**src/design/mem_pkg.sv**
```systemverilog
package mem_pkg;

    // two issue lanes, lane 0 is the older instruction
    localparam int NUM_LANES = 2;

    // one data word and one byte address
    typedef logic [31:0] word_t;
    typedef logic [31:0] addr_t;

    // byte enables, bit n covers byte n of the word
    typedef logic [3:0] strobe_t;

    // access size code
    typedef logic [1:0] msize_t;

    localparam msize_t SIZE_BYTE = 2'd0;
    localparam msize_t SIZE_HALF = 2'd1;
    localparam msize_t SIZE_WORD = 2'd2;

    // memory operation carried by one lane
    typedef enum logic [1:0] {
        MEM_NONE  = 2'd0,
        MEM_LOAD  = 2'd1,
        MEM_STORE = 2'd2
    } mem_op_t;

    // per-lane completion tracking in the collector
    typedef enum logic [1:0] {
        LANE_IDLE = 2'd0,
        LANE_WAIT = 2'd1,
        LANE_DONE = 2'd2
    } lane_state_t;

endpackage
```
**src/design/dbus_if.sv**
```systemverilog
`timescale 1ns/100ps

interface dbus_if import mem_pkg::*; ();

    // request side
    logic    valid;
    logic    write;
    addr_t   addr;
    strobe_t strobe;
    word_t   wdata;

    // response side
    logic    addr_ok;
    logic    data_ok;
    word_t   rdata;

    // request fields are held until valid and addr_ok meet
    modport req (
        output valid,
        output write,
        output addr,
        output strobe,
        output wdata,
        input  addr_ok
    );

    modport resp (
        input valid,
        input addr_ok,
        input data_ok,
        input rdata
    );

endinterface

```
**src/design/mem_stage.sv**
```systemverilog
`timescale 1ns/100ps

module mem_stage import mem_pkg::*; (
    input  logic                      clk,
    input  logic                      resetn,
    input  logic                      issue,

    input  mem_op_t [NUM_LANES-1:0]   lane_op,
    input  msize_t  [NUM_LANES-1:0]   lane_size,
    input  logic    [NUM_LANES-1:0]   lane_sext,
    input  addr_t   [NUM_LANES-1:0]   lane_addr,
    input  word_t   [NUM_LANES-1:0]   lane_wdata,

    output logic                      busy,
    output logic                      done,
    output word_t   [NUM_LANES-1:0]   lane_rdata,

    output logic    [NUM_LANES-1:0]   d_valid,
    output logic    [NUM_LANES-1:0]   d_write,
    output addr_t   [NUM_LANES-1:0]   d_addr,
    output strobe_t [NUM_LANES-1:0]   d_strobe,
    output word_t   [NUM_LANES-1:0]   d_wdata,
    input  logic    [NUM_LANES-1:0]   d_addr_ok,
    input  logic    [NUM_LANES-1:0]   d_data_ok,
    input  word_t   [NUM_LANES-1:0]   d_rdata
);

    logic  issue_go;
    word_t [NUM_LANES-1:0] saved;
    word_t [NUM_LANES-1:0] aligned;
    word_t [NUM_LANES-1:0] rdata_hold;

    dbus_if bus [NUM_LANES] ();

    // one pair in flight, a pulse while busy is dropped
    assign issue_go = issue && !busy;

    for (genvar i = 0; i < NUM_LANES; i++) begin : g_lane

        msize_t     size_q;
        logic       sext_q;
        logic [1:0] addr_low_q;

        // plain port mapping for this bus port
        assign d_valid[i]  = bus[i].valid;
        assign d_write[i]  = bus[i].write;
        assign d_addr[i]   = bus[i].addr;
        assign d_strobe[i] = bus[i].strobe;
        assign d_wdata[i]  = bus[i].wdata;

        assign bus[i].addr_ok = d_addr_ok[i];
        assign bus[i].data_ok = d_data_ok[i];
        assign bus[i].rdata   = d_rdata[i];

        store_align i_store_align (
            .clk    (clk),
            .resetn (resetn),
            .issue  (issue_go),
            .op     (lane_op[i]),
            .size   (lane_size[i]),
            .addr   (lane_addr[i]),
            .wdata  (lane_wdata[i]),
            .bus    (bus[i])
        );

        // load shape kept for the alignment after the reply
        always_ff @(posedge clk) begin
            if (issue_go) begin
                size_q     <= lane_size[i];
                sext_q     <= lane_sext[i];
                addr_low_q <= lane_addr[i][1:0];
            end
        end

        load_align i_load_align (
            .raw      (saved[i]),
            .addr_low (addr_low_q),
            .size     (size_q),
            .sext     (sext_q),
            .rd       (aligned[i])
        );

        // result held from done to the next done
        always_ff @(posedge clk) begin
            if (resetn) begin
                rdata_hold[i] <= '0;
            end else if (done) begin
                rdata_hold[i] <= aligned[i];
            end
        end

        assign lane_rdata[i] = done ? aligned[i] : rdata_hold[i];

    end

    resp_collect i_resp_collect (
        .clk    (clk),
        .resetn (resetn),
        .issue  (issue_go),
        .op     (lane_op),
        .bus0   (bus[0]),
        .bus1   (bus[1]),
        .saved  (saved),
        .busy   (busy),
        .done   (done)
    );

endmodule

```
**src/design/load_align.sv**
```systemverilog
`timescale 1ns/100ps

module load_align import mem_pkg::*; (
    input  word_t      raw,
    input  logic [1:0] addr_low,
    input  msize_t     size,
    input  logic       sext,
    output word_t      rd
);

    word_t shifted;
    logic  fill_byte;
    logic  fill_half;

    // addressed byte or halfword brought down to bit 0
    assign shifted = raw >> {addr_low, 3'b000};

    // extension bit, zero for unsigned loads
    assign fill_byte = sext && shifted[7];
    assign fill_half = sext && shifted[15];

    always_comb begin
        case (size)
            SIZE_BYTE: begin
                rd = {{24{fill_byte}}, shifted[7:0]};
            end
            SIZE_HALF: begin
                rd = {{16{fill_half}}, shifted[15:0]};
            end
            SIZE_WORD: begin
                rd = raw;
            end
            default: begin
                rd = raw;
            end
        endcase
    end

endmodule

```
**src/design/resp_collect.sv**
```systemverilog
`timescale 1ns/100ps

module resp_collect import mem_pkg::*; (
    input  logic                         clk,
    input  logic                         resetn,
    input  logic                         issue,
    input  mem_op_t [NUM_LANES-1:0]      op,
    dbus_if.resp                         bus0,
    dbus_if.resp                         bus1,
    output word_t   [NUM_LANES-1:0]      saved,
    output logic                         busy,
    output logic                         done
);

    lane_state_t [NUM_LANES-1:0] state;
    logic        [NUM_LANES-1:0] accepted;

    logic        [NUM_LANES-1:0] req_valid;
    logic        [NUM_LANES-1:0] addr_ok;
    logic        [NUM_LANES-1:0] data_ok;
    word_t       [NUM_LANES-1:0] rdata;
    logic                        all_done;

    // gather both ports so the lanes share one description
    assign req_valid = {bus1.valid, bus0.valid};
    assign addr_ok   = {bus1.addr_ok, bus0.addr_ok};
    assign data_ok   = {bus1.data_ok, bus0.data_ok};
    assign rdata     = {bus1.rdata, bus0.rdata};

    // order free, whichever lane finishes last closes the pair
    assign all_done = (state[0] == LANE_DONE) && (state[1] == LANE_DONE);

    for (genvar i = 0; i < NUM_LANES; i++) begin : g_lane

        always_ff @(posedge clk) begin
            if (resetn) begin
                state[i]    <= LANE_IDLE;
                accepted[i] <= 1'b0;
            end else begin
                // request taken by the bus, reply still owed
                if (req_valid[i] && addr_ok[i]) begin
                    accepted[i] <= 1'b1;
                end else if (data_ok[i]) begin
                    accepted[i] <= 1'b0;
                end

                case (state[i])
                    LANE_IDLE: begin
                        if (issue) begin
                            state[i] <= (op[i] == MEM_NONE) ? LANE_DONE : LANE_WAIT;
                        end
                    end
                    LANE_WAIT: begin
                        if (accepted[i] && data_ok[i]) begin
                            state[i] <= LANE_DONE;
                        end
                    end
                    LANE_DONE: begin
                        // early lane parks here until its partner is through
                        if (all_done) begin
                            state[i] <= LANE_IDLE;
                        end
                    end
                    default: begin
                        state[i] <= LANE_IDLE;
                    end
                endcase
            end
        end

        // reply word kept until the pair completes
        always_ff @(posedge clk) begin
            if ((state[i] == LANE_WAIT) && accepted[i] && data_ok[i]) begin
                saved[i] <= rdata[i];
            end
        end

    end

    assign busy = (state[0] != LANE_IDLE) || (state[1] != LANE_IDLE);
    assign done = all_done;

endmodule

```
**src/design/store_align.sv**
```systemverilog
`timescale 1ns/100ps

module store_align import mem_pkg::*; (
    input  logic    clk,
    input  logic    resetn,
    input  logic    issue,
    input  mem_op_t op,
    input  msize_t  size,
    input  addr_t   addr,
    input  word_t   wdata,
    dbus_if.req     bus
);

    logic    valid_q;
    logic    write_q;
    addr_t   addr_q;
    strobe_t strobe_q;
    word_t   wdata_q;

    strobe_t strobe_d;
    word_t   wdata_d;

    // byte enables and lane placement of the store data
    always_comb begin
        case (size)
            SIZE_BYTE: begin
                strobe_d = 4'b0001 << addr[1:0];
                wdata_d  = {4{wdata[7:0]}};
            end
            SIZE_HALF: begin
                strobe_d = 4'b0011 << addr[1:0];
                wdata_d  = {2{wdata[15:0]}};
            end
            SIZE_WORD: begin
                strobe_d = 4'b1111;
                wdata_d  = wdata;
            end
            default: begin
                strobe_d = 4'b0000;
                wdata_d  = wdata;
            end
        endcase
        // loads write nothing
        if (op != MEM_STORE) begin
            strobe_d = 4'b0000;
        end
    end

    // request valid, raised the cycle after issue, dropped after acceptance
    always_ff @(posedge clk) begin
        if (resetn) begin
            valid_q <= 1'b0;
        end else if (issue) begin
            valid_q <= (op != MEM_NONE);
        end else if (valid_q && bus.addr_ok) begin
            valid_q <= 1'b0;
        end
    end

    // request payload, steady while waiting for addr_ok
    always_ff @(posedge clk) begin
        if (issue) begin
            write_q  <= (op == MEM_STORE);
            addr_q   <= addr;
            strobe_q <= strobe_d;
            wdata_q  <= wdata_d;
        end
    end

    assign bus.valid  = valid_q;
    assign bus.write  = write_q;
    assign bus.addr   = addr_q;
    assign bus.strobe = strobe_q;
    assign bus.wdata  = wdata_q;

endmodule

```
**config.mk**
```make
export PLATFORM = sky130hd
export DESIGN_NAME = mem_stage
export DESIGN_NICKNAME = d
export VERILOG_FILES = /design/src/design/mem_pkg.sv /design/src/design/dbus_if.sv /design/src/design/mem_stage.sv /design/src/design/load_align.sv /design/src/design/resp_collect.sv /design/src/design/store_align.sv
export SDC_FILE = /design/constraint.sdc
export NUM_CORES = 1
export LEC_CHECK = 0
export BUFFER_PORTS_ARGS = -buffer_cell sky130_fd_sc_hd__buf_4
export CORE_MARGIN = 4
export CORE_UTILIZATION = 40
export DETAILED_ROUTE_END_ITERATION = 10
export PLACE_DENSITY_LB_ADDON = 0.15
export SLEW_MARGIN = 5
export SYNTH_ARGS = -nofsm -noshare
export SYNTH_HDL_FRONTEND = slang
export SYNTH_SLANG_ARGS = --single-unit
```
**constraint.sdc**
```tcl
create_clock -name clk -period 6.8 [get_ports clk]
set_input_delay 1.36 -clock clk [delete_from_list [all_inputs] [get_ports clk]]
set_output_delay 1.36 -clock clk [all_outputs]
set_load 0.005 [all_outputs]
```
==> flow_results.xml <==
<?xml version="1.0" encoding="UTF-8"?>
<metrics>
  <group name="logic_synthesis">
    <metric name="synthFlopType" unit="">sky130_fd_sc_hd__edfxtp_1</metric>
    <metric name="synth_top_cell_by_area" unit="">sky130_fd_sc_hd__edfxtp_1</metric>
    <metric name="synth.ff_latch_count" unit="">280</metric>
    <metric name="ys_seq_area_share" unit="%">68.06</metric>
    <metric name="yosys-top-cells-count" unit="">sky130_fd_sc_hd__edfxtp_1, sky130_fd_sc_hd__dfxtp_1, sky130_fd_sc_hd__a21oi_1</metric>
    <metric name="synth_edf_count" unit="">208</metric>
    <metric name="post_synth_main_area_contributors" unit="">sky130_fd_sc_hd__edfxtp_1, sky130_fd_sc_hd__dfxtp_1, sky130_fd_sc_hd__mux2_2, sky130_fd_sc_hd__mux2i_1, sky130_fd_sc_hd__a21oi_1</metric>
    <metric name="synth-async-reset-ratio" unit="%">0</metric>
    <metric name="synth.avg_cell_area" unit="sq um">13.01</metric>
    <metric name="post_synth_inst_count" unit="">868</metric>
    <metric name="synthesis.area" unit="sq um">11290</metric>
    <metric name="yosys_warnings" unit="">0</metric>
    <metric name="yosys.cell_count.top_type" unit="">sky130_fd_sc_hd__edfxtp_1</metric>
    <metric name="yosys.cell_types.count" unit="">44</metric>
    <metric name="mappedNetlistNets" unit="">1077</metric>
    <metric name="netlist.area_leader.share" unit="%">55.30</metric>
  </group>
  <group name="routing">
    <metric name="dr_wl_met3" unit="microns">3667</metric>
    <metric name="route.met2.wl" unit="microns">17280</metric>
    <metric name="routed.top_layer" unit="">met5</metric>
    <metric name="drt_pass1_iterations" unit="">5</metric>
    <metric name="routedWlPerCell" unit="microns">20.56</metric>
    <metric name="via_count" unit="">8483</metric>
    <metric name="avgViaCountPerCell" unit="">5.095</metric>
    <metric name="drt-met1-wl" unit="microns">12620</metric>
    <metric name="ant_nets" unit="">0</metric>
    <metric name="wl" unit="microns">34230</metric>
    <metric name="drcViolationCount" unit="">0</metric>
    <metric name="drtIter0Drc" unit="">579</metric>
  </group>
  <group name="pwr">
    <metric name="total_leakage_power" unit="uW">0.006478</metric>
    <metric name="power.density" unit="nW/um^2">274.6</metric>
    <metric name="p_total" unit="uW">4320</metric>
    <metric name="ir_drop" unit="mV">0.2289</metric>
  </group>
  <group name="clock_network">
    <metric name="cts_tree" unit="">done</metric>
    <metric name="clock_latency" unit="ps">550</metric>
    <metric name="post_cts_resized" unit="">0</metric>
    <metric name="path_clk_slew" unit="ps">60</metric>
    <metric name="cts.hold.buffers_added" unit="">0</metric>
    <metric name="cts.repair_timing.setup_buffer_count" unit="">0</metric>
    <metric name="cts_sinks" unit="">280</metric>
    <metric name="clk_root_buffer_cell" unit="">sky130_fd_sc_hd__clkbuf_16</metric>
    <metric name="htreeDepth" unit="">1</metric>
    <metric name="number_of_buffers_inserted_during_clock_tree_synthesis" unit="">31</metric>
    <metric name="clk_path_buf_depth" unit="">3</metric>
  </group>
  <group name="sta">
    <metric name="timing.max_slew.rel_slack" unit="%">23.18</metric>
    <metric name="fin_tns_setup" unit="ps">0</metric>
    <metric name="finalSetupViolations" unit="">0</metric>
    <metric name="max_slew.worst_pin.slew" unit="ps">1152</metric>
    <metric name="period_share" unit="%">69.35</metric>
    <metric name="grt_setup_unrepaired" unit="">no</metric>
    <metric name="final-max-slew-violation-count" unit="">0</metric>
    <metric name="hold_violations_final" unit="">0</metric>
    <metric name="timing.fmax" unit="GHz">0.2121</metric>
    <metric name="fin_worst_skew" unit="ps">11.35</metric>
    <metric name="min_period" unit="ps">4716</metric>
  </group>
  <group name="floorplanning">
    <metric name="die_height" unit="microns">176.0</metric>
    <metric name="initial_utilization" unit="%">40.65</metric>
    <metric name="rows" unit="">61</metric>
    <metric name="die_w" unit="microns">176.0</metric>
    <metric name="design.die.area" unit="sq um">30990</metric>
    <metric name="core" unit="sq um">27780</metric>
    <metric name="boundaryPins" unit="">415</metric>
  </group>
  <group name="setup_path">
    <metric name="setup.worst_path.class" unit="">reg -&gt; out</metric>
    <metric name="slowest_stage" unit="">sky130_fd_sc_hd__inv_2</metric>
    <metric name="cp_data_required_time" unit="ps">5440</metric>
    <metric name="timing.critical_path.buf_inv" unit="">4</metric>
    <metric name="critical-path-max-stage-delay" unit="ps">530</metric>
    <metric name="worst_ep_arrival_time" unit="ps">3360</metric>
    <metric name="timing.critical_path.cells" unit="">nand4bb_2 -&gt; buf_4 -&gt; inv_2 -&gt; buf_4 -&gt; nand2_1 -&gt; o21ai_0 -&gt; buf_4</metric>
    <metric name="setup.worst_path.end_class" unit="">primary output</metric>
    <metric name="worstSetupStartpointType" unit="">flip-flop</metric>
    <metric name="path_max_fanout" unit="">50</metric>
    <metric name="crit_path_frequent_cell" unit="">sky130_fd_sc_hd__buf_4</metric>
    <metric name="timing.critical_path.max_delay_family" unit="">buffers and inverters</metric>
  </group>
  <group name="run">
    <metric name="max_cap_violations" unit="">0</metric>
  </group>
  <group name="placed_design">
    <metric name="port_buffers" unit="">414</metric>
    <metric name="hpwlAfterDp" unit="microns">24910</metric>
    <metric name="dpl-instance-area" unit="sq um">14660</metric>
    <metric name="dp.cells" unit="">1603</metric>
    <metric name="gp_congestion" unit="">0.7810</metric>
  </group>
  <group name="outcome">
    <metric name="run_status" unit="">finished, final reports clean</metric>
  </group>
  <group name="grt">
    <metric name="grt_first_pass_wirelength" unit="microns">50490</metric>
    <metric name="grt_pass1_vias" unit="">8487</metric>
    <metric name="overflow" unit="">0</metric>
    <metric name="antenna_found_initial" unit="">5</metric>
    <metric name="global_route.usage.total" unit="%">20.95</metric>
    <metric name="grt_max_degree" unit="">105</metric>
  </group>
  <group name="cells_and_area">
    <metric name="final_design_area_no_fill" unit="sq um">15730</metric>
    <metric name="nFillCells" unit="">2415</metric>
    <metric name="sequential_cell_area" unit="sq um">7687</metric>
    <metric name="layout.cells.non_filler" unit="">1665</metric>
    <metric name="multiInputGateArea" unit="sq um">3282</metric>
    <metric name="drive_gt1_share" unit="%">40.45</metric>
    <metric name="num-nets-final" unit="">1467</metric>
    <metric name="final_util" unit="%">56.62</metric>
    <metric name="area_delta_synth_final" unit="%">39.28</metric>
  </group>
  <group name="hold_path">
    <metric name="worstHoldPathType" unit="">reg -&gt; reg</metric>
  </group>
</metrics>
path summary, 6_finish.rpt:
path | end | depth (start not counted) | start | slack [ps]
worst max-delay path | lane_rdata[16] | 7 | i_resp_collect.state[0]$_SDFFE_PP0P_ | 2080
worst min-delay path | rdata_hold[4]$_SDFF_PP0_ | 2 | rdata_hold[4]$_SDFF_PP0_ | 460
worst max register to register | g_lane[1].i_store_align.bus.addr[6]$_DFFE_PP_ | 4 | i_resp_collect.state[1]$_SDFFE_PP0P_ | 4020
worst min register to register | rdata_hold[4]$_SDFF_PP0_ | 2 | rdata_hold[4]$_SDFF_PP0_ | 460
stage by stage:
stage | worst slack, ps | hold slack [ps]
6_report | 2084 | 463.7
5_1_grt | 1831 | 491.7
4_1_cts | 2019 | 463.9
3_5_place_dp | 2619 | 455.6
3_3_place_gp | 2775 | 451.2
2_1_floorplan | 1615 | 444.3
cell usage in the layout, fill, tap and decap left out, drive strengths merged, types with 8 or more instances in the layout:
| cell type | count |
|---|---|
| buf | 424 |
| and3 | 32 |
| o22ai | 34 |
| and3b | 14 |
| dfxtp | 72 |
| inv | 10 |
| edfxtp | 208 |
| a311oi | 8 |
| clkbuf | 42 |
| a31oi | 8 |
| o21ai | 70 |
| mux2i | 37 |
| nor2 | 45 |
| nand2b | 16 |
| a21oi | 67 |
| o221ai | 14 |
| nor2b | 14 |
| a2bb2oi | 14 |
| nand2 | 66 |
| a211oi | 8 |
| mux2 | 35 |
final cells by class:
type | instances | share of cell area (%)
sequential | 280 | 48.87
antenna | 4 | 0.06363
clock inverter | 16 | 1.209
inverter | 9 | 0.2466
clock buffer | 42 | 5.512
multi-input combinational | 512 | 20.86
tap | 378 | 3.006
timing repair buffer | 424 | 20.23
logic make-up after synthesis:
logic type | count (synthesis) | synth area share, %
compound gates | 236 | 12.82
buf+inv | 76 | 3.002
flops | 280 | 68.06
mux | 72 | 6.802
simple gates | 204 | 9.317
tightest hold or removal path, delay by kind of cell, from the launching register on:
family / cells / cell delay, ps
flip-flops: 1 / 290
AO/OA/AOI/OAI: 1 / 60
AND/OR/NAND/NOR: 1 / 60
layer usage:
metal / up-vias / track usage, %
li1: 4087 / -
met5: - / 0
met4: 2 / 5.198
met2: 331 / 35.47
met3: 37 / 8.822
met1: 4026 / 24.83
power breakdown:
group          internal (uW)  leakage (uW)  switching, uW
clock                   1040      0.000507            667
combinational            277       0.00345            281
sequential              1990       0.00252           59.2
registers in the layout, indices dropped and copies added (netlist names), 4 cells and up:
name and cells:
g_lane.i_store_align.bus.wdata 64, i_resp_collect.saved 64, rdata_hold 64, g_lane.i_store_align.bus.addr 62, g_lane.i_store_align.bus.strobe 8, g_lane.size_q 4, i_resp_collect.state 4
Note: power is estimated with default switching activity, not from simulation.
